[src/ctrl_pkg.sv]
package ctrl_pkg;

    // Multicycle FSM states, one per classic stage
    typedef enum logic [2:0] {
        st_fetch,
        st_decode,
        st_execute,
        st_memory,
        st_writeback
    } cpu_state_e;

    typedef enum logic [2:0] {
        alu_add,
        alu_sub,
        alu_and,
        alu_or,
        alu_xor,
        alu_slt,
        alu_pass_b   // LUI passes the U immediate through
    } alu_op_e;

    // Decides the state sequence of an instruction
    typedef enum logic [2:0] {
        cls_alu_reg,
        cls_alu_imm,
        cls_lui,
        cls_load,
        cls_store,
        cls_branch,
        cls_nop      // Anything outside the subset
    } instr_class_e;

endpackage

[src/isa_pkg.sv]
package isa_pkg;

    localparam int xlen = 32;

    typedef logic [xlen-1:0] word_t;   // Data, addresses and instructions
    typedef logic [4:0]      reg_addr_t;

    // Major opcodes of the supported subset
    typedef enum logic [6:0] {
        op_reg    = 7'b0110011,
        op_imm    = 7'b0010011,
        op_lui    = 7'b0110111,
        op_load   = 7'b0000011,
        op_store  = 7'b0100011,
        op_branch = 7'b1100011
    } opcode_e;

    // funct3 values
    localparam logic [2:0] f3_add_sub = 3'b000;
    localparam logic [2:0] f3_slt     = 3'b010;
    localparam logic [2:0] f3_xor     = 3'b100;
    localparam logic [2:0] f3_or      = 3'b110;
    localparam logic [2:0] f3_and     = 3'b111;
    localparam logic [2:0] f3_beq     = 3'b000;
    localparam logic [2:0] f3_bne     = 3'b001;
    localparam logic [2:0] f3_word    = 3'b010;   // LW and SW

    // funct7 values
    localparam logic [6:0] f7_base = 7'b0000000;
    localparam logic [6:0] f7_sub  = 7'b0100000;

    // Data RAM geometry
    localparam int ram_words     = 64;
    localparam int ram_addr_bits = 6;

endpackage
[src/core_ctrl_if.sv]
interface core_ctrl_if;
    import isa_pkg::*;
    import ctrl_pkg::*;

    cpu_state_e state;
    word_t      instr;         // Instruction register
    alu_op_e    alu_op;
    logic       use_imm;       // AluSrc
    logic       pc_inc;
    logic       pc_load;       // PCSrc
    logic       result_load;
    logic       mem_write;     // MemWrite
    logic       mem_to_reg;    // MemToReg, also marks MemRead
    logic       reg_write;     // RegWrite, never set for x0
    reg_addr_t  rd;
    logic       branch_taken;

    modport fsm (
        output state, instr, alu_op, use_imm, pc_inc, pc_load,
        output result_load, mem_write, mem_to_reg, reg_write, rd,
        input  branch_taken
    );
    modport pc   (input pc_inc, pc_load);
    modport exec (input instr, alu_op, use_imm, result_load, output branch_taken);
    modport mem  (input mem_write, state);
    modport regs (input instr, reg_write, rd, mem_to_reg);

endinterface

[src/control_fsm.sv]
module control_fsm (
    input  logic            clock,
    input  logic            arst_n,
    input  logic            enable,
    input  isa_pkg::word_t  imem_data,
    core_ctrl_if.fsm        ctrl
);
    import isa_pkg::*;
    import ctrl_pkg::*;

    cpu_state_e   state;
    cpu_state_e   state_next;
    word_t        instr;
    instr_class_e cls;
    alu_op_e      alu_op;
    opcode_e      opcode;
    logic [2:0]   funct3;
    logic [6:0]   funct7;
    reg_addr_t    rd;

    assign opcode = opcode_e'(instr[6:0]);
    assign funct3 = instr[14:12];
    assign funct7 = instr[31:25];
    assign rd     = instr[11:7];

    // Instruction class and ALU operation
    always_comb begin
        cls    = cls_nop;
        alu_op = alu_add;
        case (opcode)
            op_reg: begin
                if (funct7 == f7_base || (funct7 == f7_sub && funct3 == f3_add_sub)) begin
                    cls = cls_alu_reg;
                    case (funct3)
                        f3_add_sub: alu_op = (funct7 == f7_sub) ? alu_sub : alu_add;
                        f3_slt:     alu_op = alu_slt;
                        f3_xor:     alu_op = alu_xor;
                        f3_or:      alu_op = alu_or;
                        f3_and:     alu_op = alu_and;
                        default:    cls = cls_nop;   // Shifts and SLTU
                    endcase
                end
            end
            op_imm: begin
                if (funct3 == f3_add_sub) begin
                    cls = cls_alu_imm;   // ADDI only
                end
            end
            op_lui: begin
                cls    = cls_lui;
                alu_op = alu_pass_b;
            end
            op_load: begin
                if (funct3 == f3_word) begin
                    cls = cls_load;
                end
            end
            op_store: begin
                if (funct3 == f3_word) begin
                    cls = cls_store;
                end
            end
            op_branch: begin
                if (funct3 == f3_beq || funct3 == f3_bne) begin
                    cls    = cls_branch;
                    alu_op = alu_sub;
                end
            end
            default: cls = cls_nop;
        endcase
    end

    // Next state and the strobes of the current state
    always_comb begin
        state_next       = state;
        ctrl.pc_inc      = 1'b0;
        ctrl.pc_load     = 1'b0;
        ctrl.result_load = 1'b0;
        ctrl.mem_write   = 1'b0;
        ctrl.reg_write   = 1'b0;
        if (enable) begin   // Disabled means hold, with no writes
            case (state)
                st_fetch: state_next = st_decode;
                st_decode: begin
                    if (cls == cls_nop) begin
                        ctrl.pc_inc = 1'b1;
                        state_next  = st_fetch;
                    end else begin
                        state_next = st_execute;
                    end
                end
                st_execute: begin
                    ctrl.result_load = 1'b1;
                    if (cls == cls_branch) begin
                        ctrl.pc_load = ctrl.branch_taken;
                        ctrl.pc_inc  = !ctrl.branch_taken;
                        state_next   = st_fetch;
                    end else if (cls == cls_load || cls == cls_store) begin
                        state_next = st_memory;
                    end else begin
                        state_next = st_writeback;
                    end
                end
                st_memory: begin
                    if (cls == cls_store) begin
                        ctrl.mem_write = 1'b1;
                        ctrl.pc_inc    = 1'b1;
                        state_next     = st_fetch;
                    end else begin
                        state_next = st_writeback;
                    end
                end
                st_writeback: begin
                    ctrl.reg_write = (rd != 5'd0);   // x0 stays zero
                    ctrl.pc_inc    = 1'b1;
                    state_next     = st_fetch;
                end
                default: state_next = st_fetch;
            endcase
        end
    end

    always_ff @(posedge clock or negedge arst_n) begin
        if (!arst_n) begin
            state <= st_fetch;
            instr <= '0;   // Decodes as a no-op
        end else if (enable) begin
            state <= state_next;
            if (state == st_fetch) begin
                instr <= imem_data;
            end
        end
    end

    assign ctrl.state      = state;
    assign ctrl.instr      = instr;
    assign ctrl.alu_op     = alu_op;
    assign ctrl.use_imm    = (cls inside {cls_alu_imm, cls_lui, cls_load, cls_store});
    assign ctrl.mem_to_reg = (cls == cls_load);
    assign ctrl.rd         = rd;

endmodule

[src/flat_wrapper.sv]
// flat-port wrapper written by rule: the top's interface ports become plain ports
module control_fsm_flat import isa_pkg::*; import ctrl_pkg::*;
  (clock, arst_n, enable, imem_data, ctrl_state, ctrl_instr, ctrl_alu_op, ctrl_use_imm, ctrl_pc_inc, ctrl_pc_load, ctrl_result_load, ctrl_mem_write, ctrl_mem_to_reg, ctrl_reg_write, ctrl_rd, ctrl_branch_taken);
  core_ctrl_if ctrl_i ();
  input  logic clock;
  input  logic arst_n;
  input  logic enable;
  input  isa_pkg::word_t imem_data;
  output wire logic [$bits(ctrl_i.state)-1:0] ctrl_state;
  output wire logic [$bits(ctrl_i.instr)-1:0] ctrl_instr;
  output wire logic [$bits(ctrl_i.alu_op)-1:0] ctrl_alu_op;
  output wire logic [$bits(ctrl_i.use_imm)-1:0] ctrl_use_imm;
  output wire logic [$bits(ctrl_i.pc_inc)-1:0] ctrl_pc_inc;
  output wire logic [$bits(ctrl_i.pc_load)-1:0] ctrl_pc_load;
  output wire logic [$bits(ctrl_i.result_load)-1:0] ctrl_result_load;
  output wire logic [$bits(ctrl_i.mem_write)-1:0] ctrl_mem_write;
  output wire logic [$bits(ctrl_i.mem_to_reg)-1:0] ctrl_mem_to_reg;
  output wire logic [$bits(ctrl_i.reg_write)-1:0] ctrl_reg_write;
  output wire logic [$bits(ctrl_i.rd)-1:0] ctrl_rd;
  input wire logic [$bits(ctrl_i.branch_taken)-1:0] ctrl_branch_taken;
  assign ctrl_state = ctrl_i.state;
  assign ctrl_instr = ctrl_i.instr;
  assign ctrl_alu_op = ctrl_i.alu_op;
  assign ctrl_use_imm = ctrl_i.use_imm;
  assign ctrl_pc_inc = ctrl_i.pc_inc;
  assign ctrl_pc_load = ctrl_i.pc_load;
  assign ctrl_result_load = ctrl_i.result_load;
  assign ctrl_mem_write = ctrl_i.mem_write;
  assign ctrl_mem_to_reg = ctrl_i.mem_to_reg;
  assign ctrl_reg_write = ctrl_i.reg_write;
  assign ctrl_rd = ctrl_i.rd;
  assign ctrl_i.branch_taken = ctrl_branch_taken;
  control_fsm u_core (.clock(clock), .arst_n(arst_n), .enable(enable), .imem_data(imem_data), .ctrl(ctrl_i));
endmodule
[config.mk]
export PLATFORM = sky130hd
export DESIGN_NAME = control_fsm_flat
export DESIGN_NICKNAME = d
export VERILOG_FILES = /design/src/ctrl_pkg.sv /design/src/isa_pkg.sv /design/src/core_ctrl_if.sv /design/src/control_fsm.sv /design/src/flat_wrapper.sv
export SDC_FILE = /design/constraint.sdc
export NUM_CORES = 1
export LEC_CHECK = 0
export ABC_AREA = 1
export BUFFER_PORTS_ARGS = -buffer_cell sky130_fd_sc_hd__buf_2
export CORE_ASPECT_RATIO = 0.6
export CORE_MARGIN = 2
export CORE_UTILIZATION = 50
export DETAILED_ROUTE_END_ITERATION = 8
export PLACE_DENSITY = 0.84
export SYNTH_ARGS = -nofsm -noshare
export SYNTH_HDL_FRONTEND = slang
export SYNTH_SLANG_ARGS = --single-unit
[constraint.sdc]
create_clock -name clock -period 3.3 [get_ports clock]
set_input_delay 0.66 -clock clock [delete_from_list [all_inputs] [get_ports clock]]
set_output_delay 0.66 -clock clock [all_outputs]
set_load 0.02 [all_outputs]
==> impl_summary.txt, run 1 <==
----------------------------------------------------
[Power]
  Leakage ... 1.24 nW
  Overall power of the completed layout ... 0.00228 W
  PD cells ... 947 mW/mm^2
  Combinational Power Share ... 51.5%
  Clock share of power ... 12.2%
  NetSw ... 0.00106 W
  Internal power summed over all cells ... 0.00122 W
  Net switching fraction of the power ... 46.4%
  Fraction of power consumed by sequential logic ... 36.3%
  Worst VDD drop ... 0.000656 V

[Setup path]
  Critical path fanouts, max ... 6
  Critical path startpoint category ... flip-flop
  Critical Path Source ... u_core.ctrl.instr[5]$_DFFE_PN0P_
  Startpoint-to-endpoint class of the critical path ... reg2out
  Reg2Reg Launch Point ... u_core.ctrl.state[2]$_DFFE_PN0P_
  Endpoint type of the worst setup path ... output port
  Data arrival time at the worst-slack endpoint ... 2.02 ns
  CP Data Required Time ... 2.64 ns

[Finish]
  Fin cells ... 337
  Area of all placed cells without fillers ... 0.00240 sq mm
  Proportion of layout cells with a drive suffix above 1 ... 50.7%
  P&R area growth vs syn ... 27.2%
  Final nets ... 327
  Number of antenna diodes ... 0

[STA]
  Final period utilization ... 81.2%
  Highest Clock Rate ... 0.373 GHz
  Clock period minus final worst setup slack ... 2.68 ns
  Hold Fails Final Rpt ... 0
  Setup total negative slack ... 0 ns
  Setup Skew ... 0.00480 ns
  Slew Limit Headroom ... 49.7%
  Final Setup Violations ... 0
  Number of max-slew violations in the final report ... 0
  Transition time of the tightest slew-check pin ... 0.755 ns
  Setup repair after global routing missed its margin ... false

[Floorplanning]
  Effective utilization at floorplan ... 52.0%
  Die height ... 51.6 microns
  Die footprint ... 0.00431 sq mm
  Floorplan row count ... 17
  Die Wd ... 83.4 microns
  Floorplan Core Area ... 0.00364 sq mm
  Number of I/O pins ... 86

[Place]
  Area post-placement ... 0.00233 sq mm
  Number of I/O port buffers ... 85
  Sum of net half-perimeters after detailed placement ... 3.32 mm
  Placer Congestion ... 0.916
  Cells after DPL ... 331

[Global route]
  Antenna violations before repair ... 0
  GR Overflow Total ... 0
  Wire length of the first global-routing pass ... 7.33 mm
  Total Routing Usage GR ... 22.0%
  Vias in the first global route ... 1630
  Pin count of the biggest net entering global routing ... 36

[Clocking]
  Clock sink total ... 35
  Maximum buffer depth of the clock tree ... 2
  Number of buffers inserted for hold repair after clock tree synthesis ... 0
  Clk pin slew, worst setup/hold paths ... 0.07 ns
  Number of H-tree levels ... 2
  Post-CTS Repair Setup Buffers ... 0
  Number of resized instances in the post-cts repair step ... 0
  Number of buffers added by the clock tree synthesis step ... 5
  CTS tree ... built
  Clock network latency to the later pin of the worst-skew pair ... 0.28 ns
  Root Driver ... sky130_fd_sc_hd__clkbuf_8

[Synth]
  FF+latch count, synth ... 35
  Yosys warnings ... 0
  Nets in the synthesized netlist ... 244
  Number of cells produced by synthesis ... 208
  Post-synthesis instance area ... 0.00189 sq mm
  Syn_area_per_cell ... 9.09 sq um
  Library cells used by synthesis ... 24
  Post-synthesis sequential area ratio ... 46.3%

[Min path]
  HP Class ... in2async

[Routing]
  Ratio of routed vias to standard cells ... 5.10
  Number of DRC markers in iteration 0 ... 66
  Via count ... 1720
  Post-route DRC ... 0
  Routed len/inst ... 12.9 microns
  Final ANT Viol Nets ... 0
  Detailed-routing iteration count for the pre-antenna-repair pass ... 4
  Detailed-route wire length ... 4.35 mm

[Outcome]
  Status ... finished clean

[Run]
  Max-capacitance violation count ... 0

----------------------------------------------------
==> path summary, 6_finish.rpt <==
check,endpoint,slack [ns],cells past startpoint
min reg2reg,u_core.ctrl.instr[15]$_DFFE_PN0P_,0.50,1
max in group asynchronous,u_core.ctrl.instr[10]$_DFFE_PN0P_,2.37,1
max,ctrl_pc_inc,0.62,11
min in group clock,u_core.ctrl.instr[15]$_DFFE_PN0P_,0.50,1
min,u_core.ctrl.instr[23]$_DFFE_PN0P_,0.45,1
max reg2reg,u_core.ctrl.instr[28]$_DFFE_PN0P_,1.62,4
==> cells in the mapped netlist <==
master	instances	share of area [%]
sky130_fd_sc_hd__dfrtp_1	35	46
sky130_fd_sc_hd__nor3_1	5	1.3
sky130_fd_sc_hd__nor3_2	1	0.53
sky130_fd_sc_hd__o21a_1	1	0.40
sky130_fd_sc_hd__o211ai_1	2	0.79
sky130_fd_sc_hd__nand2_1	27	5.4
sky130_fd_sc_hd__nand3_1	13	3.4
sky130_fd_sc_hd__nor2_1	26	5.2
sky130_fd_sc_hd__buf_4	5	2.0
sky130_fd_sc_hd__o31ai_1	2	0.79
sky130_fd_sc_hd__inv_2	9	1.8
sky130_fd_sc_hd__nor2_4	3	1.8
sky130_fd_sc_hd__mux2_2	23	14
sky130_fd_sc_hd__a211oi_1	1	0.40
sky130_fd_sc_hd__nand3_2	4	2.1
sky130_fd_sc_hd__nor2_2	8	2.6
sky130_fd_sc_hd__nand4_1	4	1.3
sky130_fd_sc_hd__nand2_2	8	2.6
sky130_fd_sc_hd__o2111ai_1	1	0.46
sky130_fd_sc_hd__a21oi_1	9	2.4
sky130_fd_sc_hd__o21ai_0	1	0.26
sky130_fd_sc_hd__buf_2	5	1.3
sky130_fd_sc_hd__o21ai_1	1	0.26
sky130_fd_sc_hd__inv_1	14	2.8
==> layout make-up <==
type | instances | area [sq um]
sequential | 35 | 876
timing repair buffer | 86 | 445
clock buffer | 6 | 72.6
multi-input combinational | 140 | 866
tap | 47 | 58.8
inverter | 23 | 86.3
fill | 322 | 1230
==> cells by family (layout without fill, tap and decap cells) <==
family                 after synthesis  after routing  share of synthesized area [%]
AO/OA/AOI/OAI                       18             18                           5.76
buffers and inverters               33            115                           7.88
flip-flops                          35             35                           46.3
multiplexers                        23             23                           13.7
AND/OR/NAND/NOR                     99             99                           26.3
==> registers in the layout, summed over array words and instances (netlist names) <==
register,flops
u_core.ctrl.instr,32
u_core.ctrl.state,3
==> layer usage <==
| metal | vias to the layer above | GRT usage, % | routed length (microns) |
|---|---|---|---|
| met5 | - | 0 | 0 |
| met4 | 0 | 7.65 | 57 |
| met3 | 9 | 7.46 | 453 |
| met2 | 89 | 34.1 | 1790 |
| met1 | 779 | 29.2 | 2050 |
| li1 | 843 | - | - |
==> power by group through the flow <==
stage	sequential [W]	combinational [W]	clock [W]
3_3_place_gp	0.000820	0.00116	0
2_1_floorplan	0.00106	0.000599	0
4_1_cts	0.000827	0.00118	0.000286
3_5_place_dp	0.000830	0.00118	0
5_1_grt	0.000867	0.00127	0.000306
6_report	0.000828	0.00117	0.000278
==> metrics by stage <==
step	utilization, %	setup WS [ns]	hold WS, ns
final	66.1	0.622	0.448
after global routing	66.1	0.425	0.511
after CTS	66.1	0.635	0.466
after detailed placement	64.1	0.964	0.487
after global placement	64.1	1.02	0.481
after floorplan	-	0.997	0.364
==> critical path, stage by stage, from the launching register on <==
cell and delay, ns:
sky130_fd_sc_hd__dfrtp_1 0.47, sky130_fd_sc_hd__inv_2 0.11, sky130_fd_sc_hd__nor2_2 0.10, sky130_fd_sc_hd__nand3_1 0.13, sky130_fd_sc_hd__nand2_2 0.12, sky130_fd_sc_hd__nand3_1 0.11
sky130_fd_sc_hd__nor2_2 0.17, sky130_fd_sc_hd__nand4_1 0.14, sky130_fd_sc_hd__nand2_1 0.09, sky130_fd_sc_hd__nor2_1 0.05, sky130_fd_sc_hd__nor2_1 0.07, sky130_fd_sc_hd__buf_2 0.17
==> layout by cell type (no fill, tap or decap) <==
master	n
sky130_fd_sc_hd__a211oi_1	1
sky130_fd_sc_hd__a21oi_1	9
sky130_fd_sc_hd__buf_12	1
sky130_fd_sc_hd__buf_2	85
sky130_fd_sc_hd__clkbuf_1	1
sky130_fd_sc_hd__clkbuf_8	5
sky130_fd_sc_hd__dfrtp_1	35
sky130_fd_sc_hd__inv_1	14
sky130_fd_sc_hd__inv_2	9
sky130_fd_sc_hd__mux2_2	23
sky130_fd_sc_hd__nand2_1	27
sky130_fd_sc_hd__nand2_2	8
sky130_fd_sc_hd__nand3_1	13
sky130_fd_sc_hd__nand3_2	4
sky130_fd_sc_hd__nand4_1	4
sky130_fd_sc_hd__nor2_1	26
sky130_fd_sc_hd__nor2_2	8
sky130_fd_sc_hd__nor2_4	3
sky130_fd_sc_hd__nor3_1	5
sky130_fd_sc_hd__nor3_2	1
sky130_fd_sc_hd__o2111ai_1	1
sky130_fd_sc_hd__o211ai_1	2
sky130_fd_sc_hd__o21a_1	1
sky130_fd_sc_hd__o21ai_0	1
sky130_fd_sc_hd__o21ai_1	1
sky130_fd_sc_hd__o31ai_1	2
Power figures use the tool's default switching activity.
==> run 2: changes to the inputs <==
ABC_AREA = 0   (was 1)
CORE_UTILIZATION = 46   (was 50)
PLACE_DENSITY = 0.79   (was 0.84)
clock period = 2.47 ns   (was 3.3 ns; I/O delays follow)
==> impl_summary.txt, run 2 <==
----------------------------------------------------
[Floorplanning]
  Number of I/O pins ... 86
  Effective utilization at floorplan ... 49.3%
  Die footprint ... 0.00457 sq mm
  Floorplan Core Area ... 0.00376 sq mm
  Die Wd ... 86.0 microns
  Floorplan row count ... 17
  Die height ... 53.2 microns

[Setup path]
  Critical path startpoint category ... flip-flop
  CP Data Required Time ... 1.98 ns
  Startpoint-to-endpoint class of the critical path ... reg2out
  Endpoint type of the worst setup path ... output port
  Data arrival time at the worst-slack endpoint ... 2.15 ns
  Critical path fanouts, max ... 3
  Highest cell delay on the worst timing path ... 0.53 ns
  Worst path slowest cell ... sky130_fd_sc_hd__or4_4
  Crit path cell chain ... or4_4, nor3_4, nand4_1, or2_4, o31ai_4, buf_4

[Power]
  Leakage ... 1.16 nW
  PD cells ... 1090 mW/mm^2
  Worst VDD drop ... 0.000707 V
  Overall power of the completed layout ... 0.00272 W

[STA]
  Setup repair after global routing missed its margin ... true
  Clock period minus final worst setup slack ... 2.65 ns
  Setup total negative slack ... -0.536 ns
  Hold Fails Final Rpt ... 0
  Number of max-slew violations in the final report ... 0
  Final Setup Violations ... 4
  Transition time of the tightest slew-check pin ... 0.774 ns
  Slew Limit Headroom ... 48.4%
  Setup Skew ... 0.00356 ns
  Highest Clock Rate ... 0.378 GHz
  Final period utilization ... 107%
  Fin worst setup slack ... -0.176 ns
  Hold Slack ... 0.280 ns

[Place]
  Placer Congestion ... 0.848
  Number of I/O port buffers ... 85
  Post-place setup slack ... 0.0955 ns
  Sum of net half-perimeters after detailed placement ... 3.23 mm
  Cells after DPL ... 287

[Global route]
  GR Overflow Total ... 0
  Total Routing Usage GR ... 20.5%
  Antenna violations before repair ... 0
  Vias in the first global route ... 1468
  Wire length of the first global-routing pass ... 7.01 mm
  Pin count of the biggest net entering global routing ... 36

[Synth]
  Post-synthesis sequential area ratio ... 47.2%
  Most frequently used cell type in the post-synthesis netlist ... sky130_fd_sc_hd__dfrtp_1
  Most frequent cells after synthesis ... sky130_fd_sc_hd__dfrtp_1 (35), sky130_fd_sc_hd__mux2_2 (32), sky130_fd_sc_hd__buf_4 (9)
  Yosys warnings ... 0
  Nets in the synthesized netlist ... 196
  Number of cells produced by synthesis ... 160
  Cell taking the most area after synthesis ... sky130_fd_sc_hd__dfrtp_1
  Library cells used by synthesis ... 47
  Async S/R FF share, synth ... 100%
  FF+latch count, synth ... 35
  Post-synthesis instance area ... 0.00186 sq mm
  Top FF cell, synth ... sky130_fd_sc_hd__dfrtp_1
  Number of enable flip-flop cells after synthesis ... 0
  Fraction of post-synthesis cell area in the top cell type by area ... 47.2%
  Leading cell types by total area after synthesis ... sky130_fd_sc_hd__dfrtp_1 (47%), sky130_fd_sc_hd__mux2_2 (19%), sky130_fd_sc_hd__buf_4 (3.6%)
  Syn_area_per_cell ... 11.6 sq um

[Outcome]
  Status ... complete, but fails checks
  Failing checks ... negative setup slack

[Clocking]
  Clock network latency to the later pin of the worst-skew pair ... 0.28 ns
  Number of buffers added by the clock tree synthesis step ... 5
  Root Driver ... sky130_fd_sc_hd__clkbuf_8
  CTS tree ... built
  Clock sink total ... 35
  Maximum buffer depth of the clock tree ... 2
  Number of buffers inserted for hold repair after clock tree synthesis ... 0
  Number of H-tree levels ... 2
  Clk pin slew, worst setup/hold paths ... 0.07 ns

[Finish]
  Proportion of layout cells with a drive suffix above 1 ... 60.8%
  Most frequent standard cell in the layout excluding fill and tap cells ... sky130_fd_sc_hd__buf_2
  P&R area growth vs syn ... 34.7%
  Largest registers ... u_core.ctrl.instr: 32 flops, u_core.ctrl.state: 3 flops
  Register containing the most flip-flops in the final layout ... u_core.ctrl.instr
  Flip-flop count of the largest register after layout ... 32
  Final nets ... 285
  Fin cells ... 297
  Number of antenna diodes ... 0
  Commonest non-fill, non-tap cells in the layout ... sky130_fd_sc_hd__buf_2 (81), sky130_fd_sc_hd__mux2_2 (32), sky130_fd_sc_hd__dfrtp_1 (32)

[Routing]
  Post-route DRC ... 0
  Detailed-routing iteration count for the pre-antenna-repair pass ... 4
  Number of DRC markers in iteration 0 ... 84
  Final ANT Viol Nets ... 0
  Routed len/inst ... 15.1 microns
  Ratio of routed vias to standard cells ... 5.39
  Via count ... 1600
  Detailed-route wire length ... 4.49 mm

[Min path]
  HP Class ... in2async

[Run]
  Max-capacitance violation count ... 0

----------------------------------------------------
## run 2: per-layer routing
metal | up-vias | track usage (%) | share of wire (%) | wire length [microns]
met5 | - | 0 | 0 | 0
met4 | 0 | 7.41 | 1.2 | 53
met3 | 8 | 7.49 | 9.0 | 402
met2 | 75 | 30.9 | 44 | 1980
met1 | 759 | 27.2 | 46 | 2050
li1 | 758 | - | - | -
## run 2: cell type report
type                            instances  area, sq um
Sequential cell                        35          880
Inverter                                3         11.3
Clock buffer                            6         82.6
Fill cell                             318         1260
Tap cell                               47         58.8
Multi-Input combinational cell        108          926
Clock inverter                          2         16.3
Timing Repair Buffer                   96          526
## run 2: through the flow
stage               area, sq um  util, %
floorplan                  1860        -
global placement           2330     61.8
detailed placement         2330     61.8
CTS                        2460     65.4
global route               2500     66.4
finish                     2500     66.4
## run 2: logic make-up after synthesis
logic type / synth area share [%]
simple gates: 17.5
mux: 20.0
buf+inv: 5.46
flops: 47.2
xor+xnor: 0.944
compound gates: 8.90
## run 2: worst max-delay path: cells and delay by family (launching register included)
kind	cells	cell delay [ns]
compound gates	1	0.17
flops	1	0.40
simple gates	4	1.13
buf+inv	1	0.17
## run 2: worst paths after layout
| path | slack (ns) | start | cells after the start | endpoint |
|---|---|---|---|---|
| max | -0.18 | u_core.ctrl.instr[27]$_DFFE_PN0P_ | 6 | ctrl_alu_op[2] |
| min | 0.28 | arst_n | 1 | u_core.ctrl.instr[17]$_DFFE_PN0P_ |
| max reg2reg | 0.63 | u_core.ctrl.state[2]$_DFFE_PN0P_ | 4 | u_core.ctrl.instr[27]$_DFFE_PN0P_ |
| min reg2reg | 0.51 | u_core.ctrl.instr[19]$_DFFE_PN0P_ | 1 | u_core.ctrl.instr[19]$_DFFE_PN0P_ |
| max in group asynchronous | 1.64 | arst_n | 1 | u_core.ctrl.instr[4]$_DFFE_PN0P_ |
| min in group clock | 0.43 | imem_data[18] | 2 | u_core.ctrl.instr[18]$_DFFE_PN0P_ |
## run 2: power breakdown
part,switching [W],leakage (nW),internal (W)
Combinational,0.000689,0.702,0.000544
Clock,0.000214,0.0474,0.000227
Sequential,0.000253,0.410,0.000791
## run 2: what timing repair did
item,in CTS,in global routing
hold endpoints to repair,0,0
setup buffers,2,1
gates resized for setup,5,11
pin swaps,2,4
endpoints found under the setup margin,4,6
==> run 3: changes to the inputs <==
CELL_PAD_IN_SITES_DETAIL_PLACEMENT = 1   (was not set)
CELL_PAD_IN_SITES_GLOBAL_PLACEMENT = 2   (was not set)
CORE_UTILIZATION = 28   (was 46)
PLACE_DENSITY = not set   (was 0.79)
PLACE_DENSITY_LB_ADDON = 0.1   (was not set)
clock period = 2.49 ns   (was 2.47 ns; I/O delays follow)
==> impl_summary.txt, run 3 (same netlist as run 2, synthesis figures left out) <==
----------------------------------------------------
[STA]
  Final period utilization ... 109%
  Number of max-slew violations in the final report ... 0
  Transition time of the tightest slew-check pin ... 0.809 ns
  Setup total negative slack ... -0.601 ns
  Highest Clock Rate ... 0.367 GHz
  Final Setup Violations ... 4
  Slew Limit Headroom ... 46.1%
  Hold Fails Final Rpt ... 0
  Setup repair after global routing missed its margin ... true
  Clock period minus final worst setup slack ... 2.72 ns
  Fin worst setup slack ... -0.232 ns
  Setup Skew ... 0.00413 ns

[Global route]
  Pin count of the biggest net entering global routing ... 36
  Wire length of the first global-routing pass ... 8.70 mm
  Vias in the first global route ... 1704
  Total Routing Usage GR ... 15.9%
  GR Overflow Total ... 0
  Antenna violations before repair ... 0

[Floorplanning]
  Die Wd ... 109 microns
  Effective utilization at floorplan ... 29.7%
  Number of I/O pins ... 86
  Die height ... 67.1 microns
  Floorplan Core Area ... 0.00625 sq mm
  Floorplan row count ... 22
  Die footprint ... 0.00732 sq mm

[Clocking]
  Clock sink total ... 35
  Clock network latency to the later pin of the worst-skew pair ... 0.29 ns
  Root Driver ... sky130_fd_sc_hd__clkbuf_8
  Number of buffers added by the clock tree synthesis step ... 5
  Maximum buffer depth of the clock tree ... 2
  Clk pin slew, worst setup/hold paths ... 0.08 ns
  Number of buffers inserted for hold repair after clock tree synthesis ... 0
  Number of H-tree levels ... 2
  CTS tree ... built

[Power]
  Net switching fraction of the power ... 42.0%
  NetSw ... 0.00121 W
  Clock share of power ... 18.6%
  Internal power summed over all cells ... 0.00168 W
  Leakage ... 1.19 nW
  PD cells ... 1100 mW/mm^2
  Worst VDD drop ... 0.000462 V
  Fraction of power consumed by sequential logic ... 37.0%
  Combinational Power Share ... 44.5%

[Setup path]
  CP Data Required Time ... 1.99 ns
  Data arrival time at the worst-slack endpoint ... 2.22 ns
  Endpoint type of the worst setup path ... output port
  Startpoint-to-endpoint class of the critical path ... reg2out
  Critical path startpoint category ... flip-flop
  Critical path fanouts, max ... 2

[Outcome]
  Failing checks ... negative setup slack
  Status ... complete, but fails checks

[Routing]
  Post-route DRC ... 0
  Routed len/inst ... 16.2 microns
  Final ANT Viol Nets ... 0
  Detailed-route wire length ... 5.46 mm
  Ratio of routed vias to standard cells ... 4.90
  Number of DRC markers in iteration 0 ... 57
  Via count ... 1650
  Detailed-routing iteration count for the pre-antenna-repair pass ... 4

[Finish]
  Multi-input gate area ... 938 sq um
  Final nets ... 288
  Proportion of layout cells with a drive suffix above 1 ... 62.1%
  Most frequent standard cell in the layout excluding fill and tap cells ... sky130_fd_sc_hd__buf_2
  P&R area growth vs syn ... 41.1%
  Fillers ... 703
  Number of antenna diodes ... 0
  Flip-flop and latch area ... 882 sq um
  Flip-flop count of the largest register after layout ... 32
  Register containing the most flip-flops in the final layout ... u_core.ctrl.instr
  Commonest non-fill, non-tap cells in the layout ... sky130_fd_sc_hd__buf_2 (80), sky130_fd_sc_hd__mux2_2 (32), sky130_fd_sc_hd__dfrtp_1 (30)
  Largest registers ... u_core.ctrl.instr: 32 flops, u_core.ctrl.state: 3 flops
  Share of the core filled with cells ... 41.9%

[Place]
  Sum of net half-perimeters after detailed placement ... 3.96 mm
  Placer Congestion ... 0.791
  Number of I/O port buffers ... 85

[Run]
  Max-capacitance violation count ... 0

[Min path]
  HP Class ... in2async

----------------------------------------------------
## run 3: what timing repair did
| item | CTS | global route |
|---|---|---|
| endpoints found under the setup margin | 6 | 6 |
| endpoints found under the hold margin | 0 | 0 |
| buffers inserted | 2 | 5 |
| gates resized for setup | 8 | 13 |
| pin swaps | 2 | 10 |
## run 3: cell type report
type	instances	area share, %
Inverter	3	0.430
Sequential cell	35	33.7
Timing Repair Buffer	99	21.6
Clock buffer	5	2.63
Clock inverter	3	1.77
Tap cell	84	4.01
Multi-Input combinational cell	108	35.8
## run 3: stage by stage
| step | worst slack [ns] | instances | total power, W | hold slack (ns) | area [sq um] |
|---|---|---|---|---|---|
| after floorplan | 0.131 | 160 | 0.00183 | 0.202 | 1860 |
| after global placement | 0.145 | 322 | 0.00222 | 0.484 | 2370 |
| after detailed placement | 0.127 | 322 | 0.00225 | 0.492 | 2370 |
| after CTS | -0.165 | 332 | 0.00285 | 0.315 | 2530 |
| after global routing | -0.296 | 337 | 0.00308 | 0.336 | 2620 |
| final | -0.232 | 337 | 0.00289 | 0.283 | 2620 |
## run 3: per-layer routing
| metal | GRT usage (%) | vias up | part of all wire [%] | wire [microns] |
|---|---|---|---|---|
| li1 | - | 770 | - | - |
| met1 | 21.0 | 811 | 47 | 2540 |
| met2 | 25.2 | 62 | 45 | 2460 |
| met3 | 4.70 | 7 | 7.6 | 414 |
| met4 | 4.33 | 0 | 0.77 | 42 |
| met5 | 0 | - | 0 | 0 |
## run 3: worst max-delay path, stage by stage, from the launching register on
cell and delay, ns:
sky130_fd_sc_hd__dfrtp_1 0.39, sky130_fd_sc_hd__or4_4 0.55, sky130_fd_sc_hd__nor3_4 0.21, sky130_fd_sc_hd__nand4_1 0.13, sky130_fd_sc_hd__or2_1 0.28, sky130_fd_sc_hd__o31ai_2 0.19, sky130_fd_sc_hd__buf_4 0.18
## run 3: worst paths after layout
path / cells after the start / end / startpoint / slack [ns]
min: 1 / u_core.ctrl.instr[23]$_DFFE_PN0P_ / arst_n / 0.28
max in group asynchronous: 1 / u_core.ctrl.instr[4]$_DFFE_PN0P_ / arst_n / 1.63
max reg2reg: 6 / u_core.ctrl.state[0]$_DFFE_PN0P_ / u_core.ctrl.instr[6]$_DFFE_PN0P_ / 0.74
max: 6 / ctrl_alu_op[2] / u_core.ctrl.instr[27]$_DFFE_PN0P_ / -0.23
min in group clock: 2 / u_core.ctrl.instr[25]$_DFFE_PN0P_ / imem_data[25] / 0.43
min reg2reg: 1 / u_core.ctrl.instr[16]$_DFFE_PN0P_ / u_core.ctrl.instr[16]$_DFFE_PN0P_ / 0.51
## run 3: power by group through the flow
stage / Combinational (W) / Sequential (W) / Clock (W)
after CTS: 0.00122 / 0.00106 / 0.000562
after floorplan: 0.000607 / 0.00122 / 0
after detailed placement: 0.00119 / 0.00106 / 0
final: 0.00128 / 0.00107 / 0.000537
after global placement: 0.00118 / 0.00104 / 0
after global routing: 0.00138 / 0.00112 / 0.000578
